### config.mk
export PLATFORM = sky130hd
export DESIGN_NAME = axil2native
export DESIGN_NICKNAME = d
export VERILOG_FILES = /design/src/axil_native_pkg.sv /design/src/axil2native.sv
export VERILOG_INCLUDE_DIRS = /design/src
export SDC_FILE = /design/constraint.sdc
export NUM_CORES = 1
export LEC_CHECK = 0
export BUFFER_PORTS_ARGS = -buffer_cell sky130_fd_sc_hd__buf_2
export CAP_MARGIN = 20
export CORE_MARGIN = 5
export CORE_UTILIZATION = 45
export CTS_CLUSTER_SIZE = 10
export DETAILED_ROUTE_END_ITERATION = 6
export GPL_TIMING_DRIVEN = 0
export PLACE_DENSITY = 0.84
export SLEW_MARGIN = 5
export SYNTH_ARGS = -nofsm -noshare
export SYNTH_HDL_FRONTEND = slang
export SYNTH_SLANG_ARGS = --single-unit
### constraint.sdc
create_clock -name clk -period 5 [get_ports clk]
set_input_delay 0.75 -clock clk [delete_from_list [all_inputs] [get_ports clk]]
set_output_delay 0.75 -clock clk [all_outputs]
set_load 0.01 [all_outputs]
### src/axil_native_defines.svh
`ifndef AXIL_NATIVE_DEFINES_SVH
`define AXIL_NATIVE_DEFINES_SVH

// AXI4-Lite bus widths
`define AXIL_ADDR_W 32
`define AXIL_DATA_W 32
`define AXIL_STRB_W 4
`define AXI_RESP_W 2
`define AXI_ID_W 1

// Address bit that selects the register block when set
`define REGS_SEL_BIT 12

// SRAM holds 256 words, indexed by address bits 9 to 2
`define SRAM_DEPTH_LOG2 8

`define REGS_ID_VALUE 32'h1b0b0001 // Read at register offset 0

`endif

### src/axil_native_pkg.sv
`include "axil_native_defines.svh"

package axil_native_pkg;

   typedef logic [`AXIL_ADDR_W-1:0] addr_t;
   typedef logic [`AXIL_DATA_W-1:0] data_t;
   typedef logic [`AXIL_STRB_W-1:0] strb_t;
   typedef logic [`AXI_RESP_W-1:0] resp_t;

   // A read is a request whose strobes are all zero
   typedef struct packed {
      logic  valid;
      addr_t addr;
      data_t wdata;
      strb_t wstrb;
   } native_req_t;

   typedef struct packed {
      logic  ready; // One-cycle pulse
      data_t rdata;
   } native_rsp_t;

   typedef enum logic [2:0] {
      BR_IDLE,
      BR_WRITE,
      BR_READ,
      BR_BRESP,
      BR_RRESP
   } bridge_state_t;

   // Replaces the bytes of old_word whose strobe is set
   function automatic data_t merge_bytes(input data_t old_word, input data_t new_word,
                                         input strb_t strb);
      data_t merged;
      merged = old_word;
      for (int i = 0; i < `AXIL_STRB_W; i++) begin
         if (strb[i]) merged[8*i +: 8] = new_word[8*i +: 8];
      end
      return merged;
   endfunction

endpackage

### src/axil2native.sv
`timescale 1ns/1ps
`include "axil_native_defines.svh"

module axil2native
   import axil_native_pkg::*;
(
   input  logic                 clk,
   input  logic                 rst,
   input  logic                 awvalid,
   output logic                 awready,
   input  addr_t                awaddr,
   input  logic                 wvalid,
   output logic                 wready,
   input  data_t                wdata,
   input  strb_t                wstrb,
   output logic                 bvalid,
   input  logic                 bready,
   output resp_t                bresp,
   output logic [`AXI_ID_W-1:0] bid,
   input  logic                 arvalid,
   output logic                 arready,
   input  addr_t                araddr,
   output logic                 rvalid,
   input  logic                 rready,
   output data_t                rdata,
   output resp_t                rresp,
   output logic [`AXI_ID_W-1:0] rid,
   output native_req_t          native_req,
   input  native_rsp_t          native_rsp
);

   bridge_state_t state;

   logic  start_write;
   logic  start_read;
   logic  req_valid;
   addr_t req_addr;
   data_t req_wdata;
   strb_t req_wstrb;

   assign start_write = awvalid & wvalid;
   assign start_read  = arvalid & ~start_write; // Writes win over reads

   // Address and data are taken together, only while idle
   assign awready = (state == BR_IDLE) & start_write;
   assign wready  = (state == BR_IDLE) & start_write;
   assign arready = (state == BR_IDLE) & start_read;

   assign bvalid = (state == BR_BRESP);
   assign rvalid = (state == BR_RRESP);

   // Every access completes with OKAY
   assign bresp = '0;
   assign rresp = '0;
   assign bid   = '0;
   assign rid   = '0;

   assign native_req = '{valid: req_valid, addr: req_addr, wdata: req_wdata, wstrb: req_wstrb};

   always_ff @(posedge clk or posedge rst) begin
      if (rst) begin
         state     <= BR_IDLE;
         req_valid <= 1'b0;
      end else begin
         case (state)
            BR_IDLE: begin
               if (start_write) begin
                  state     <= BR_WRITE;
                  req_valid <= 1'b1;
               end else if (start_read) begin
                  state     <= BR_READ;
                  req_valid <= 1'b1;
               end
            end
            BR_WRITE: begin
               if (native_rsp.ready) begin
                  state     <= BR_BRESP;
                  req_valid <= 1'b0;
               end
            end
            BR_READ: begin
               if (native_rsp.ready) begin
                  state     <= BR_RRESP;
                  req_valid <= 1'b0;
               end
            end
            BR_BRESP: if (bready) state <= BR_IDLE;
            BR_RRESP: if (rready) state <= BR_IDLE;
            default:  state <= BR_IDLE;
         endcase
      end
   end

   always_ff @(posedge clk) begin
      if (state == BR_IDLE) begin
         if (start_write) begin
            req_addr  <= awaddr;
            req_wdata <= wdata;
            req_wstrb <= wstrb;
         end else if (start_read) begin
            req_addr  <= araddr;
            req_wstrb <= '0;
         end
      end
      // Read data is held until the master takes it
      if ((state == BR_READ) && native_rsp.ready) rdata <= native_rsp.rdata;
   end

endmodule

==> run summary <==
Drt first pass iters - 4
DIE AREA - 10600 um2
Setup ws final - 1790 ps
Final Util - 0.640
WHS - 266 ps
RR Startpoint - state[0]
Critical Path AT - 2460 ps
CTS Hold Bufs - 0
Max-Slew Margin vs Limit - 0.378
Worst setup EP type - primary output
Reg2Reg Setup Slack - 2870 ps
First-pass GRT wire length - 13.9 mm
Most frequent cells in the layout - 245 x buf_2, 100 x edfxtp_1, 27 x mux2_4
Die width - 103 um
Clk_skew - 14.1 ps
Largest cells by area after synthesis - edfxtp_1 77%, mux2_4 10%, dfrtp_1 2.6%
Max rail drop VDD - 0.209 mV
Critical path fanouts, max - 34
# rows - 34
RSZ-0062 raised after global routing - no
Final period utilization - 0.642
R2r endpoint - req_wdata[4]
Antenna cells - 0
Worst slew pin tran - 930 ps
CP required - 4250 ps
Share of layout cells above drive strength 1 - 0.688
CTS Buffer Depth - 2
Vias in the first global route - 2711
Total global-route track usage - 0.177
Synthesis-to-layout area growth - 41.4%
Starting Density - 0.453
Fin cells - 560
CTS root buf - clkbuf_8
Post-Place Setup Slack - 1900 ps
CTS buffer count - 9
Setup crit start kind - flop
Worst setup path startpoint - state[0]
Vias per cell - 4.61
Post-Syn Area - 3890 um2
Post-route ant nets - 0
Final nets - 587
Reg clk slew, reported paths - 100 ps
Distinct cells, synth - 27
Gr ovfl total - 0
Setup TNS - 0 ps
Synthesized instance count - 184
IO Port Bufs - 245
Post-cts resize count - 0
Cell taking the most area after synthesis - edfxtp_1
CP endpoint - wready
Critical path depth - 5
#FFs+latches synth - 104
Count of clock tree sinks - 104
FILL cells - 680
Cell Pwr Density - 414 nW/um2
Hold Violations, Final - 0
Buf+Inv Stages, Crit Path - 3
CTS tree - done
Max Cap Viol - 0
Final Max Slew Viols - 0
Outcome - finished, final reports clean
Leak - 2.51 nW
Setup repair bufs after CTS - 0
Largest net degree at the start of global routing - 35
Vias - 2581
Initial antenna violation count - 0
Top Ports - 252
Worst hold path class - in2async
Total placed cells including tap cells - 544
Reg2Reg Depth - 3
Fmax - 312 MHz
Remaining DRCs - 0
Total wire length - 9.90 mm
Syn Area/Cell - 21.2 um2
Crit-path slowest cell - nor2_4
GP Congestion - 0.780
Clk Latency, worst-skew pair - 350 ps
1st-iter DRT viols - 78
Post-DP HPWL - 8.05 mm
Final Critical Period - 3210 ps
Top delay family on crit path - simple AND/OR/NAND/NOR gates
Synth top area share - 0.771
Design area - 5500 um2
Commonest non-fill, non-tap cell in the layout - buf_2
Critical path type - reg2out
Die Y - 103 um
Core ar. - 8590 um2
Yosys warns - 0
Overall power - 2.28 mW
Slowest stage delay, CP - 740 ps
Post-synthesis sequential area ratio - 0.797
H-Tree Depth - 3
Drt wl/cell - 17.7 um
Setup violators final - 0
DP Area - 5320 um2
Cells along the critical path - buf_6 > or3_1 > nor2_4 > buf_4 > buf_2
-- how the worst min path moves through the flow --
stage          slack, ps       from         to  depth (start not counted)
2_1_floorplan        450  req_valid  req_valid                          2
3_3_place_gp         480  req_valid  req_valid                          2
3_5_place_dp         500  req_valid  req_valid                          2
4_1_cts              250        rst   state[2]                          2
5_1_grt              260        rst   state[2]                          2
6_report             270        rst   state[2]                          2
-- kinds of logic (layout without fill, tap and decap cells) --
| kind of cell | after synthesis | after routing | synth area share |
|---|---|---|---|
| AOI/OAI and AO/OA | 6 | 6 | 0.00964 |
| buffers and inverters | 13 | 276 | 0.0280 |
| DFF | 104 | 104 | 0.797 |
| muxes | 33 | 33 | 0.121 |
| other | 1 | 6 | 0.000963 |
| and+or+nand+nor | 27 | 27 | 0.0431 |
-- state kept, by name, indices dropped and copies added (netlist names) --
register / cells
req_addr: 32
req_wstrb: 4
state: 3
req_valid: 1
rdata: 32
req_wdata: 32
-- report_power, final --
part	internal (mW)	switching (mW)	total, mW
logic	0.243	0.333	0.576
clock network	0.188	0.289	0.478
registers	1.17	0.0529	1.23
total	1.60	0.675	2.28
-- area by class of cell --
type                            count  area [um2]  share of cell area
Buffer                             12         105              0.0191
Clock buffer                       10         128              0.0232
Clock inverter                      6        52.6             0.00955
Inverter                            1        3.75            0.000682
Multi-Input combinational cell     72         714               0.130
Sequential cell                   104        3100               0.564
Tap cell                          108         135              0.0246
Timing Repair Buffer              247        1260               0.229
-- layer usage --
layer	GRT usage	routed length, um
met3	0.0562	1130
met1	0.184	3250
met4	0.0598	136
met5	0	0
met2	0.334	5390
-- Yosys cell counts (all sizes together) --
cell type / count
a21oi: 2
a31oi: 1
a41oi: 1
and2: 2
and3: 4
and3b: 1
buf: 12
conb: 1
dfrtp: 4
edfxtp: 100
inv: 1
mux2: 32
mux2i: 1
nand2: 7
nand3b: 1
nor2: 6
nor2b: 1
nor4b: 2
o21ai: 1
o31ai: 1
or2: 2
or3: 1
Power figures use the tool's default switching activity.
