<file path="config.mk">
export PLATFORM = sky130hd
export DESIGN_NAME = native_regs
export DESIGN_NICKNAME = d
export VERILOG_FILES = /design/src/axil_native_pkg.sv /design/src/native_regs.sv
export VERILOG_INCLUDE_DIRS = /design/src
export SDC_FILE = /design/constraint.sdc
export NUM_CORES = 1
export LEC_CHECK = 0
export BUFFER_PORTS_ARGS = -buffer_cell sky130_fd_sc_hd__buf_4
export CORE_MARGIN = 5
export CORE_UTILIZATION = 45
export DETAILED_ROUTE_END_ITERATION = 10
export MAX_ROUTING_LAYER = met4
export SYNTH_ARGS = -nofsm -noshare
export SYNTH_HDL_FRONTEND = slang
export SYNTH_SLANG_ARGS = --single-unit
</file>
<file path="constraint.sdc">
create_clock -name clk -period 13.1 [get_ports clk]
set_input_delay 1.965 -clock clk [delete_from_list [all_inputs] [get_ports clk]]
set_output_delay 1.965 -clock clk [all_outputs]
set_load 0.02 [all_outputs]
</file>
<file path="src/axil_native_defines.svh">
`ifndef AXIL_NATIVE_DEFINES_SVH
`define AXIL_NATIVE_DEFINES_SVH

// AXI4-Lite bus widths
`define AXIL_ADDR_W 32
`define AXIL_DATA_W 32
`define AXIL_STRB_W 4
`define AXI_RESP_W 2
`define AXI_ID_W 1

// Address bit that selects the register block when set
`define REGS_SEL_BIT 12

// SRAM holds 256 words, indexed by address bits 9 to 2
`define SRAM_DEPTH_LOG2 8

`define REGS_ID_VALUE 32'h1b0b0001 // Read at register offset 0

`endif

</file>
<file path="src/axil_native_pkg.sv">
`include "axil_native_defines.svh"

package axil_native_pkg;

   typedef logic [`AXIL_ADDR_W-1:0] addr_t;
   typedef logic [`AXIL_DATA_W-1:0] data_t;
   typedef logic [`AXIL_STRB_W-1:0] strb_t;
   typedef logic [`AXI_RESP_W-1:0] resp_t;

   // A read is a request whose strobes are all zero
   typedef struct packed {
      logic  valid;
      addr_t addr;
      data_t wdata;
      strb_t wstrb;
   } native_req_t;

   typedef struct packed {
      logic  ready; // One-cycle pulse
      data_t rdata;
   } native_rsp_t;

   typedef enum logic [2:0] {
      BR_IDLE,
      BR_WRITE,
      BR_READ,
      BR_BRESP,
      BR_RRESP
   } bridge_state_t;

   // Replaces the bytes of old_word whose strobe is set
   function automatic data_t merge_bytes(input data_t old_word, input data_t new_word,
                                         input strb_t strb);
      data_t merged;
      merged = old_word;
      for (int i = 0; i < `AXIL_STRB_W; i++) begin
         if (strb[i]) merged[8*i +: 8] = new_word[8*i +: 8];
      end
      return merged;
   endfunction

endpackage

</file>
<file path="src/native_regs.sv">
`timescale 1ns/1ps
`include "axil_native_defines.svh"

module native_regs
   import axil_native_pkg::*;
(
   input  logic        clk,
   input  logic        rst,
   input  native_req_t req,
   output native_rsp_t rsp
);

   localparam int NUM_SCRATCH = 7;

   data_t scratch [1:NUM_SCRATCH];

   logic [`REGS_SEL_BIT-3:0] offset;
   logic                     access;
   logic                     scratch_hit;
   logic                     ready_q;
   data_t                    rdata_q;
   data_t                    rd_word;

   assign offset      = req.addr[`REGS_SEL_BIT-1:2];
   assign access      = req.valid & ~ready_q;
   assign scratch_hit = (offset != 0) && (offset <= NUM_SCRATCH);

   // Offset 0 is the ID word, anything past the scratch words reads zero
   always_comb begin
      if (offset == 0) begin
         rd_word = `REGS_ID_VALUE;
      end else if (scratch_hit) begin
         rd_word = scratch[offset[2:0]];
      end else begin
         rd_word = '0;
      end
   end

   always_ff @(posedge clk or posedge rst) begin
      if (rst) begin
         ready_q <= 1'b0;
         for (int i = 1; i <= NUM_SCRATCH; i++) begin
            scratch[i] <= '0;
         end
      end else begin
         ready_q <= access;
         if (access && scratch_hit && (|req.wstrb)) begin
            scratch[offset[2:0]] <= merge_bytes(scratch[offset[2:0]], req.wdata, req.wstrb);
         end
      end
   end

   always_ff @(posedge clk) begin
      if (access) rdata_q <= rd_word; // Shown with the ready pulse
   end

   assign rsp = '{ready: ready_q, rdata: rdata_q};

endmodule

</file>
==> run_results.csv <==
group,metric,value,unit
clocking,cts_tree,"done",
die,core,0.0270,mm2
place,port_buffers,81,
clocking,cts_resized,0,
grt,grt_max_degree,108,
routing,drt_iter0_drc,907,
logic_synthesis,synth_edf_count,32,
logic_synthesis,synth-seq-area-share,0.535,
sta,rsz0062_at_grt,"no",
sta,slew_headroom,0.282,
worst_setup_path,critPathKind,"primary input to flip-flop",
worst_setup_path,r2r_slack,9.90,ns
clocking,post_cts_buffers,0,
routing,routed_via_density,6.23,
worst_setup_path,worstPathMaxFanout,58,
grt,use_met2,0.358,
routing,num_vias,8955,
routing,wl_per_cell,24.7,um
pwr,power_density,125,mW/mm2
place,gp_congestion,0.794,
sta,skew,0.0135,ns
worst_setup_path,cp.arrival,5.30,ns
pwr,clkPwrFrac,0.446,
clocking,cts_hold_buf,0,
logic_synthesis,ys.flop_type,"dfrtp_1",
logic_synthesis,synthArstFlopShare,0.875,
worst_setup_path,end_kind,"flip-flop",
grt,grt_pass1_vias,8936,
grt,grt_overflow,0,
sta,finalMaxSlewViolations,0,
grt,use_met1,0.341,
sta,fin_crit_sh,0.372,
die,die_w,175,um
clocking,htreeDepth,1,
worst_setup_path,worstSetupStartpointType,"primary input",
clocking,clockBufferDepth,3,
sta,setup_slack,8.22,ns
place,pre_cts_ws,7.74,ns
grt,grt_use_total,0.235,
pwr,p_int,0.00131,W
place,dp_cells,1385,
min_path,hold_path.class,"flip-flop to flip-flop",
die,die-height,175,um
clocking,clockRootBuffer,"clkbuf_16",
cells_and_area,syn_to_final_growth,12.4,%
sta,finalSetupViolCount,0,
logic_synthesis,syn_avg_cell_area,11.9,um2
pwr,switching_power,0.000423,W
sta,tightest_slew,1.07,ns
clocking,clkTransAtPathRegs,0.06,ns
cells_and_area,drive_gt1_frac,0.238,
sta,setup-tns-final,0,ns
pwr,ir_drop,0.0836,mV
logic_synthesis,ys_warn_count,0,
sta,finalCriticalPeriod,4.88,ns
grt,grt_pass1_wl,55200,um
die,io-pin-count,104,
flow_run,maxCapViolCount,0,
clocking,cts_buffers,28,
cells_and_area,finalNonFillerCells,1438,
run_status,status,"finished, final reports clean",
cells_and_area,fin_nets,1145,
die,rows,60,
pwr,leakagePower,6.26,nW
logic_synthesis,synth_nets,1110,
routing,drc,0,
routing,drtPass1Iterations,5,
sta,hold_viol,0,
pwr,power,0.00174,W
clocking,cts_sinks,257,
logic_synthesis,netlist_area,0.0123,mm2
grt,antenna_found_initial,0,
grt,met3_usage,0.0331,
clocking,clkLatencyLatePin,0.54,ns
place,hpwl,19200,um
cells_and_area,design_area,0.0138,mm2
routing,wirelength,35500,um
grt,busiest_layer,"met2",
logic_synthesis,yosys_register_bits,257,
place,dpl-instance-area,0.0129,mm2
logic_synthesis,synth.distinct_cells,62,
pwr,seqPwrFrac,0.474,
pwr,p_sw_frac,0.243,
logic_synthesis,syn-instance-count,1039,
routing,drtAntennaViolNets,0,
sta,max_freq,0.205,GHz
die,die_area,0.0308,mm2
pwr,p_comb_frac,0.080,
worst_setup_path,required,13.52,ns
die,initial_core_util,0.457,
## through the flow
step           utilization  hold WS [ns]
2_1_floorplan            -         0.449
3_3_place_gp         0.480         0.461
3_5_place_dp         0.480         0.468
4_1_cts              0.514         0.482
5_1_grt              0.514         0.486
6_report             0.514         0.481
## metal layers
layer	part of all wire	wire [um]
met2	0.46	16400
met5	0	0
met1	0.47	16600
met3	0.056	1990
met4	0.016	583
## cells in the mapped netlist (all sizes together), types with 2 or more instances
cell / n / area share
o21ai: 233 / 0.095
dfrtp: 225 / 0.46
mux2: 126 / 0.12
o31ai: 55 / 0.039
buf: 50 / 0.030
mux2i: 44 / 0.036
clkbuf: 36 / 0.011
edfxtp: 32 / 0.078
nor2: 32 / 0.010
nand2: 26 / 0.0095
nand2b: 18 / 0.0091
o22ai: 17 / 0.0086
a211oi: 16 / 0.010
nor3: 16 / 0.0069
a21oi: 15 / 0.0061
a221oi: 14 / 0.011
nor2b: 10 / 0.0051
a21boi: 9 / 0.0055
a221o: 6 / 0.0049
nand3: 6 / 0.0053
o41ai: 6 / 0.0079
and2: 5 / 0.0025
inv: 5 / 0.0015
a31o: 4 / 0.0028
a32o: 4 / 0.0033
nor4bb: 4 / 0.0033
a22o: 3 / 0.0021
a22oi: 3 / 0.0018
a31oi: 2 / 0.0010
nor3b: 2 / 0.0020
o21a: 2 / 0.0012
## critical path, stage by stage
cell and delay (ns):
buf_4 0.66, and2_1 0.47, nand2_1 0.72, nor2_2 1.01
mux2_2 0.41
## cell type report
cell class,count,area [um2]
inverters,5,26.3
multi-input cells,691,5200
well taps,341,427
diodes,1,2.50
clock buffers,45,876
flip-flops and latches,257,6590
clock inverters,7,35.0
repair buffers,91,683
fillers,2377,13100
## state kept, by name, summed over array words and instances (netlist names)
register  count
scratch     224
ready_q       1
rdata_q      32
## path summary, 6_finish.rpt
path | start | endpoint | depth (start not counted)
hold reg to reg | scratch[82] | scratch[82] | 1
min in group asynchronous | rst | scratch[183] | 2
max in group asynchronous | rst | scratch[158] | 4
setup / recovery | req[39] | scratch[152] | 5
hold / removal | scratch[82] | scratch[82] | 1
setup reg to reg | ready_q | scratch[152] | 5
## power groups by stage
stage / clock network, W / registers [W] / logic [W]
2_1_floorplan: 0 / 0.000843 / 0.0000803
3_3_place_gp: 0 / 0.000837 / 0.000139
3_5_place_dp: 0 / 0.000838 / 0.000140
4_1_cts: 0.000788 / 0.000823 / 0.000140
5_1_grt: 0.000820 / 0.000823 / 0.000150
6_report: 0.000774 / 0.000823 / 0.000140
## cell families (layout without fill, tap and decap cells)
logic type | Yosys count | in the layout | synth area share
buffers and inverters | 91 | 148 | 0.0429
AO/OA/AOI/OAI | 396 | 396 | 0.206
multiplexers | 171 | 171 | 0.156
AND/OR/NAND/NOR | 124 | 124 | 0.0601
other | 0 | 1 | 0
flip-flops | 257 | 257 | 0.535
## cells in the final DEF, fill, tap and decap left out, types with 9 or more instances in the layout
cell type | Yosys | layout
dfrtp_1 | 225 | 225
o21ai_0 | 201 | 201
buf_4 | 13 | 91
mux2_2 | 68 | 68
mux2_1 | 48 | 48
mux2i_1 | 44 | 44
o31ai_1 | 41 | 41
o21ai_1 | 32 | 32
edfxtp_1 | 32 | 32
nor2_1 | 29 | 29
clkbuf_16 | 0 | 29
nand2_1 | 22 | 22
nand2b_1 | 18 | 18
o22ai_1 | 17 | 17
a211oi_1 | 15 | 15
a21oi_1 | 15 | 15
nor3_1 | 15 | 15
o31ai_2 | 14 | 14
a221oi_1 | 12 | 12
mux2_4 | 10 | 10
nor2b_1 | 10 | 9
a21boi_0 | 9 | 9
clkbuf_8 | 0 | 9
Note: power is estimated with default switching activity, not from simulation.
