### config.mk
export PLATFORM = sky130hd
export DESIGN_NAME = native_decoder
export DESIGN_NICKNAME = d
export VERILOG_FILES = /design/src/axil_native_pkg.sv /design/src/native_decoder.sv
export VERILOG_INCLUDE_DIRS = /design/src
export SDC_FILE = /design/constraint.sdc
export NUM_CORES = 1
export LEC_CHECK = 0
export ABC_AREA = 1
export BUFFER_PORTS_ARGS = -buffer_cell sky130_fd_sc_hd__buf_2
export CORE_AREA = 2 2 119 121
export DETAILED_ROUTE_END_ITERATION = 16
export DIE_AREA = 0 0 121 123
export PLACE_DENSITY = 0.54
export SYNTH_ARGS = -nofsm -noshare
export SYNTH_HDL_FRONTEND = slang
export SYNTH_SLANG_ARGS = --single-unit
### constraint.sdc
create_clock -name vclk -period 0.9
set_input_delay 0.18 -clock vclk [all_inputs]
set_output_delay 0.18 -clock vclk [all_outputs]
set_load 0.1 [all_outputs]
### src/axil_native_defines.svh
`ifndef AXIL_NATIVE_DEFINES_SVH
`define AXIL_NATIVE_DEFINES_SVH

// AXI4-Lite bus widths
`define AXIL_ADDR_W 32
`define AXIL_DATA_W 32
`define AXIL_STRB_W 4
`define AXI_RESP_W 2
`define AXI_ID_W 1

// Address bit that selects the register block when set
`define REGS_SEL_BIT 12

// SRAM holds 256 words, indexed by address bits 9 to 2
`define SRAM_DEPTH_LOG2 8

`define REGS_ID_VALUE 32'h1b0b0001 // Read at register offset 0

`endif

### src/axil_native_pkg.sv
`include "axil_native_defines.svh"

package axil_native_pkg;

   typedef logic [`AXIL_ADDR_W-1:0] addr_t;
   typedef logic [`AXIL_DATA_W-1:0] data_t;
   typedef logic [`AXIL_STRB_W-1:0] strb_t;
   typedef logic [`AXI_RESP_W-1:0] resp_t;

   // A read is a request whose strobes are all zero
   typedef struct packed {
      logic  valid;
      addr_t addr;
      data_t wdata;
      strb_t wstrb;
   } native_req_t;

   typedef struct packed {
      logic  ready; // One-cycle pulse
      data_t rdata;
   } native_rsp_t;

   typedef enum logic [2:0] {
      BR_IDLE,
      BR_WRITE,
      BR_READ,
      BR_BRESP,
      BR_RRESP
   } bridge_state_t;

   // Replaces the bytes of old_word whose strobe is set
   function automatic data_t merge_bytes(input data_t old_word, input data_t new_word,
                                         input strb_t strb);
      data_t merged;
      merged = old_word;
      for (int i = 0; i < `AXIL_STRB_W; i++) begin
         if (strb[i]) merged[8*i +: 8] = new_word[8*i +: 8];
      end
      return merged;
   endfunction

endpackage

### src/native_decoder.sv
`timescale 1ns/1ps
`include "axil_native_defines.svh"

module native_decoder
   import axil_native_pkg::*;
(
   input  native_req_t bus_req,
   output native_req_t sram_req,
   output native_req_t regs_req,
   input  native_rsp_t sram_rsp,
   input  native_rsp_t regs_rsp,
   output native_rsp_t bus_rsp
);

   logic regs_sel;

   assign regs_sel = bus_req.addr[`REGS_SEL_BIT];

   // Payload reaches both targets, only the strobe is steered
   always_comb begin
      sram_req       = bus_req;
      regs_req       = bus_req;
      sram_req.valid = bus_req.valid & ~regs_sel;
      regs_req.valid = bus_req.valid & regs_sel;
   end

   // Every address lands in one of the two targets
   always_comb begin
      if (regs_sel) begin
         bus_rsp = regs_rsp;
      end else begin
         bus_rsp = sram_rsp;
      end
   end

endmodule

==> impl_metrics.ini, run 1 <==
[drt]
drc = 0
wirelength_mm = 5.365
detail-route-antenna-nets = 0
viasPerCell = 3.052
drt-pass1-iter-count = 2
drt-initial-drc-count = 4
post_drt_wl_per_cell_um = 13.35
vias = 1227

[critical_path]
arrival_ns = 0.90
path_class = in2out
crit_path_top_delay_cell = buf_12
end_kind = primary output
required_ns = 0.72
startpoint_type = input port
worstPathCellList = buf_12, inv_12, buf_12, nand2_4, nand2_8, buf_12
path_max_fanout = 8
crit_start = bus_req[48]
crit_top_cell = buf_12
endpoint = bus_rsp[22]
max_stage_delay_ns = 0.17

[min_path]
min_path_type = in2out
whs_path_depth = 0

[final_layout]
antenna_cells = 0
seq_cell_count = 0
area_delta_synth_final_pct = 89.79
finalInstanceArea_um2 = 2883
drive_above_1_share = 0.9414
regArea_um2 = 0
finalNonFillerCells = 402
nClkBuffers = 0
final_util = 0.2118
fin_nets = 359

[die]
die_height_um = 123
ioPinCount = 306
die_w_um = 121
core_area_um2 = 13610
num_rows = 43
dieArea_um2 = 14880
start_util = 0.1116

[placed_design]
placement.cell_area_um2 = 2728
port_buffers = 105
pre_cts_slack_ns = -0.4222
dp.cells = 399
hpwlAfterDp_mm = 5.002
place.gp.congestion = 0.6841

[grt]
grt_overflow = 0
grt_max_degree = 14
grt_use_total = 0.06809
grt_pass1_wl_mm = 7.976
antenna_found_initial = 0
grt_pass1_vias = 1457

[yosys]
syn_nets = 382
synth_cell_types = 8
yosysMostFrequentCell = buf_4
yosys_warnings = 0
yosys.area.top_type = buf_4
avgSynthCellArea_um2 = 6.150
yosysSeqAreaShare = 0
synthCells = 247
synth_area_leaders = buf_4 68%, nand2_1 22%, nand2_2 4.1%, buf_6 3.0%, buf_8 0.99%
yosysTopAreaCellShare = 0.6820
syn_area_um2 = 1519
synth_commonest_cells = 138 x buf_4, 90 x nand2_1, 10 x nand2_2

[outcome]
violations = setup timing
status = finished, violations left

[job]
maxCapViolations = 0

[sta]
setup_ws_ns = -0.1778
timing_hold_violations_final = 0
setup_violations = 37
period_needed_ns = 1.078
fin_crit_sh = 1.198
rsz0062_at_grt = true
slew_headroom = 0.8797
tightestPinTransition_ns = 0.1801
report.final.slew_viol_count = 0
fmax_mhz = 927.8

[pwr]
ir_worst_vdd_uv = 435.3
leakage_nw = 1.208
p_total_mw = 2.512
powerDensity_nw_per_um2 = 871.3

[clock_network]
cts_hold_buf = 0
## timing repair
action                                  4_1_cts  5_1_grt
setup buffers                                 2        0
gates cloned                                  1        0
resized for setup                            29        2
pin swaps                                    18        7
endpoints found under the setup margin       37       37
## critical path: cells and delay by family
kind                   cells  cell delay [ns]
buffers and inverters      4             0.54
AND/OR/NAND/NOR            2             0.15
## final cells by class
| cell class | count | area (µm²) |
|---|---|---|
| inverters | 3 | 27.53 |
| repair inverters | 1 | 6.256 |
| multi-input cells | 101 | 1356 |
| fillers | 1453 | 10730 |
| well taps | 180 | 225.2 |
| repair buffers | 117 | 1267 |
## where the power goes
part,internal (mW),switching (mW)
logic,0.938,1.57
registers,0,0
clock network,0,0
## layout by cell type (no fill, tap or decap), drive strengths merged
master	Yosys	routed
buf	143	117
clkinvlp	0	1
inv	3	3
nand2	100	100
nor2	1	1
## how the worst min path moves through the flow
stage / to / start
floorplan: bus_rsp[17] / sram_rsp[17]
global placement: sram_req[64] / bus_req[64]
detailed placement: sram_req[64] / bus_req[64]
CTS: sram_req[64] / bus_req[64]
global route: sram_req[61] / bus_req[61]
finish: regs_req[29] / bus_req[29]
## routing by layer
| metal | track usage | vias to the layer above | routed length [µm] |
|---|---|---|---|
| met4 | 0.02326 | 0 | 203 |
| met5 | 0 | - | 0 |
| met3 | 0.03967 | 25 | 1006 |
| met2 | 0.1236 | 143 | 2695 |
| li1 | - | 550 | - |
| met1 | 0.06389 | 509 | 1461 |
## cells by family after synthesis
family | count (synthesis) | share of synthesized area
AND/OR/NAND/NOR | 101 | 0.2661
buffers and inverters | 146 | 0.7339
## per-stage QoR
| step | hold slack [ns] | setup TNS (ns) |
|---|---|---|
| floorplan | 0.5325 | -3.193 |
| global placement | 0.3610 | -11.75 |
| detailed placement | 0.3610 | -12.31 |
| CTS | 0.3610 | -5.510 |
| global route | 0.3602 | -6.193 |
| finish | 0.3600 | -4.884 |
Note: power is estimated with default switching activity, not from simulation.
==> run 2: changes to the inputs <==
PLACE_DENSITY = not set   (was 0.54)
==> run 2 against run 1 <==
- the flow still finishes with violations (setup timing)
- hold slack unchanged
- utilization increased by 0.73 points
- global-route usage increased by 0.14 points
- largest cell class unchanged
- highest routed layer unchanged
==> impl_metrics.ini, run 2 (same netlist as run 1, synthesis figures left out) <==
[sta]
slew_headroom = 0.8803
setup_ws_ns = -0.1734
whs_ns = 0.3600
tightestPinTransition_ns = 0.1791
setup_violations = 37
fmax_mhz = 931.6
report.final.slew_viol_count = 0
timing_hold_violations_final = 0
rsz0062_at_grt = true
fin_crit_sh = 1.193
setup_tns_ns = -5.285
period_needed_ns = 1.073

[die]
die_w_um = 121
start_util = 0.1116
dieArea_um2 = 14880
ioPinCount = 306
die_height_um = 123
num_rows = 43
core_area_um2 = 13610

[pwr]
leakage_nw = 1.202
powerDensity_nw_per_um2 = 862.5
ir_worst_vdd_uv = 564.2

[drt]
drt-pass1-iter-count = 2
viasPerCell = 3.068
wirelength_mm = 5.512
detail-route-antenna-nets = 0
vias = 1227
drt-initial-drc-count = 6
post_drt_wl_per_cell_um = 13.78
drc = 0

[final_layout]
area_delta_synth_final_pct = 96.29
fin_nets = 357
layout_commonest_cell = buf_2
antenna_cells = 0
finalNonFillerCells = 400
final_cell_mix = 67 x buf_2, 56 x nand2_8, 39 x buf_12
seq_cell_count = 0
final_util = 0.2190
drive_above_1_share = 0.9727
nClkBuffers = 0
regArea_um2 = 0

[grt]
antenna_found_initial = 0
grt_use_total = 0.06946
grt_pass1_vias = 1408
busiest_layer = met2
grt_overflow = 0
grt_pass1_wl_mm = 8.052
grt_max_degree = 15
met2_usage = 0.1243
met1_usage = 0.06611
met3_usage = 0.03598

[placed_design]
hpwlAfterDp_mm = 4.941
port_buffers = 105
dp.cells = 399
place.gp.congestion = 0.6952

[critical_path]
end_kind = primary output
crit_start = bus_req[48]
arrival_ns = 0.89
startpoint_type = input port
required_ns = 0.72
endpoint = bus_rsp[19]
path_class = in2out
path_max_fanout = 8

[clock_network]
postCtsSetupRepairBufs = 0
cts_hold_buf = 0

[min_path]
min_path_type = in2out

[job]
maxCapViolations = 0

[outcome]
violations = setup timing
status = finished, violations left
## run 2: area by class of cell
type / instances / area [µm²]
multi-input combinational: 101 / 1445
timing repair buffer: 116 / 1270
fill: 1450 / 10630
tap: 180 / 225.2
inverter: 3 / 41.29
## run 2: worst min path at each step
stage,slack (ns),endpoint,depth (start not counted),start
3_5_place_dp,0.36,regs_req[42],0,bus_req[42]
4_1_cts,0.36,regs_req[42],0,bus_req[42]
2_1_floorplan,0.53,bus_rsp[17],2,sram_rsp[17]
5_1_grt,0.36,regs_req[63],0,bus_req[63]
6_report,0.36,regs_req[0],0,bus_req[0]
3_3_place_gp,0.36,regs_req[42],0,bus_req[42]
## run 2: report_power, final
part	leakage (nW)	internal, mW	switching, mW
clock	0	0	0
sequential	0	0	0
combinational	1.20	0.957	1.61
total	1.20	0.957	1.61
## run 2: metal layers
layer | part of all wire | up-vias | wire length (µm)
met3 | 0.17 | 36 | 948
li1 | - | 545 | -
met2 | 0.50 | 151 | 2741
met5 | 0 | - | 0
met1 | 0.28 | 495 | 1533
met4 | 0.052 | 0 | 289
## run 2: critical path, cell delays in order
cell and delay, ns:
buf_12 0.13, clkinv_16 0.07, buf_16 0.19, nand2_8 0.07, nand2_8 0.07, buf_12 0.16
## run 2: stage by stage
stage               instance area [µm²]  worst slack, ns  total power, mW
floorplan                          2434          -0.1832            4.417
global placement                   2690          -0.3852            2.417
detailed placement                 2690          -0.3836            2.429
CTS                                2925          -0.1968            2.567
global route                       2982          -0.1976            2.663
finish                             2982          -0.1734            2.572
## run 2: what timing repair did
item                       4_1_cts  5_1_grt
pin swaps                       36       10
setup endpoints to repair       37       37
resized for setup               41       15
cloned                           1        0
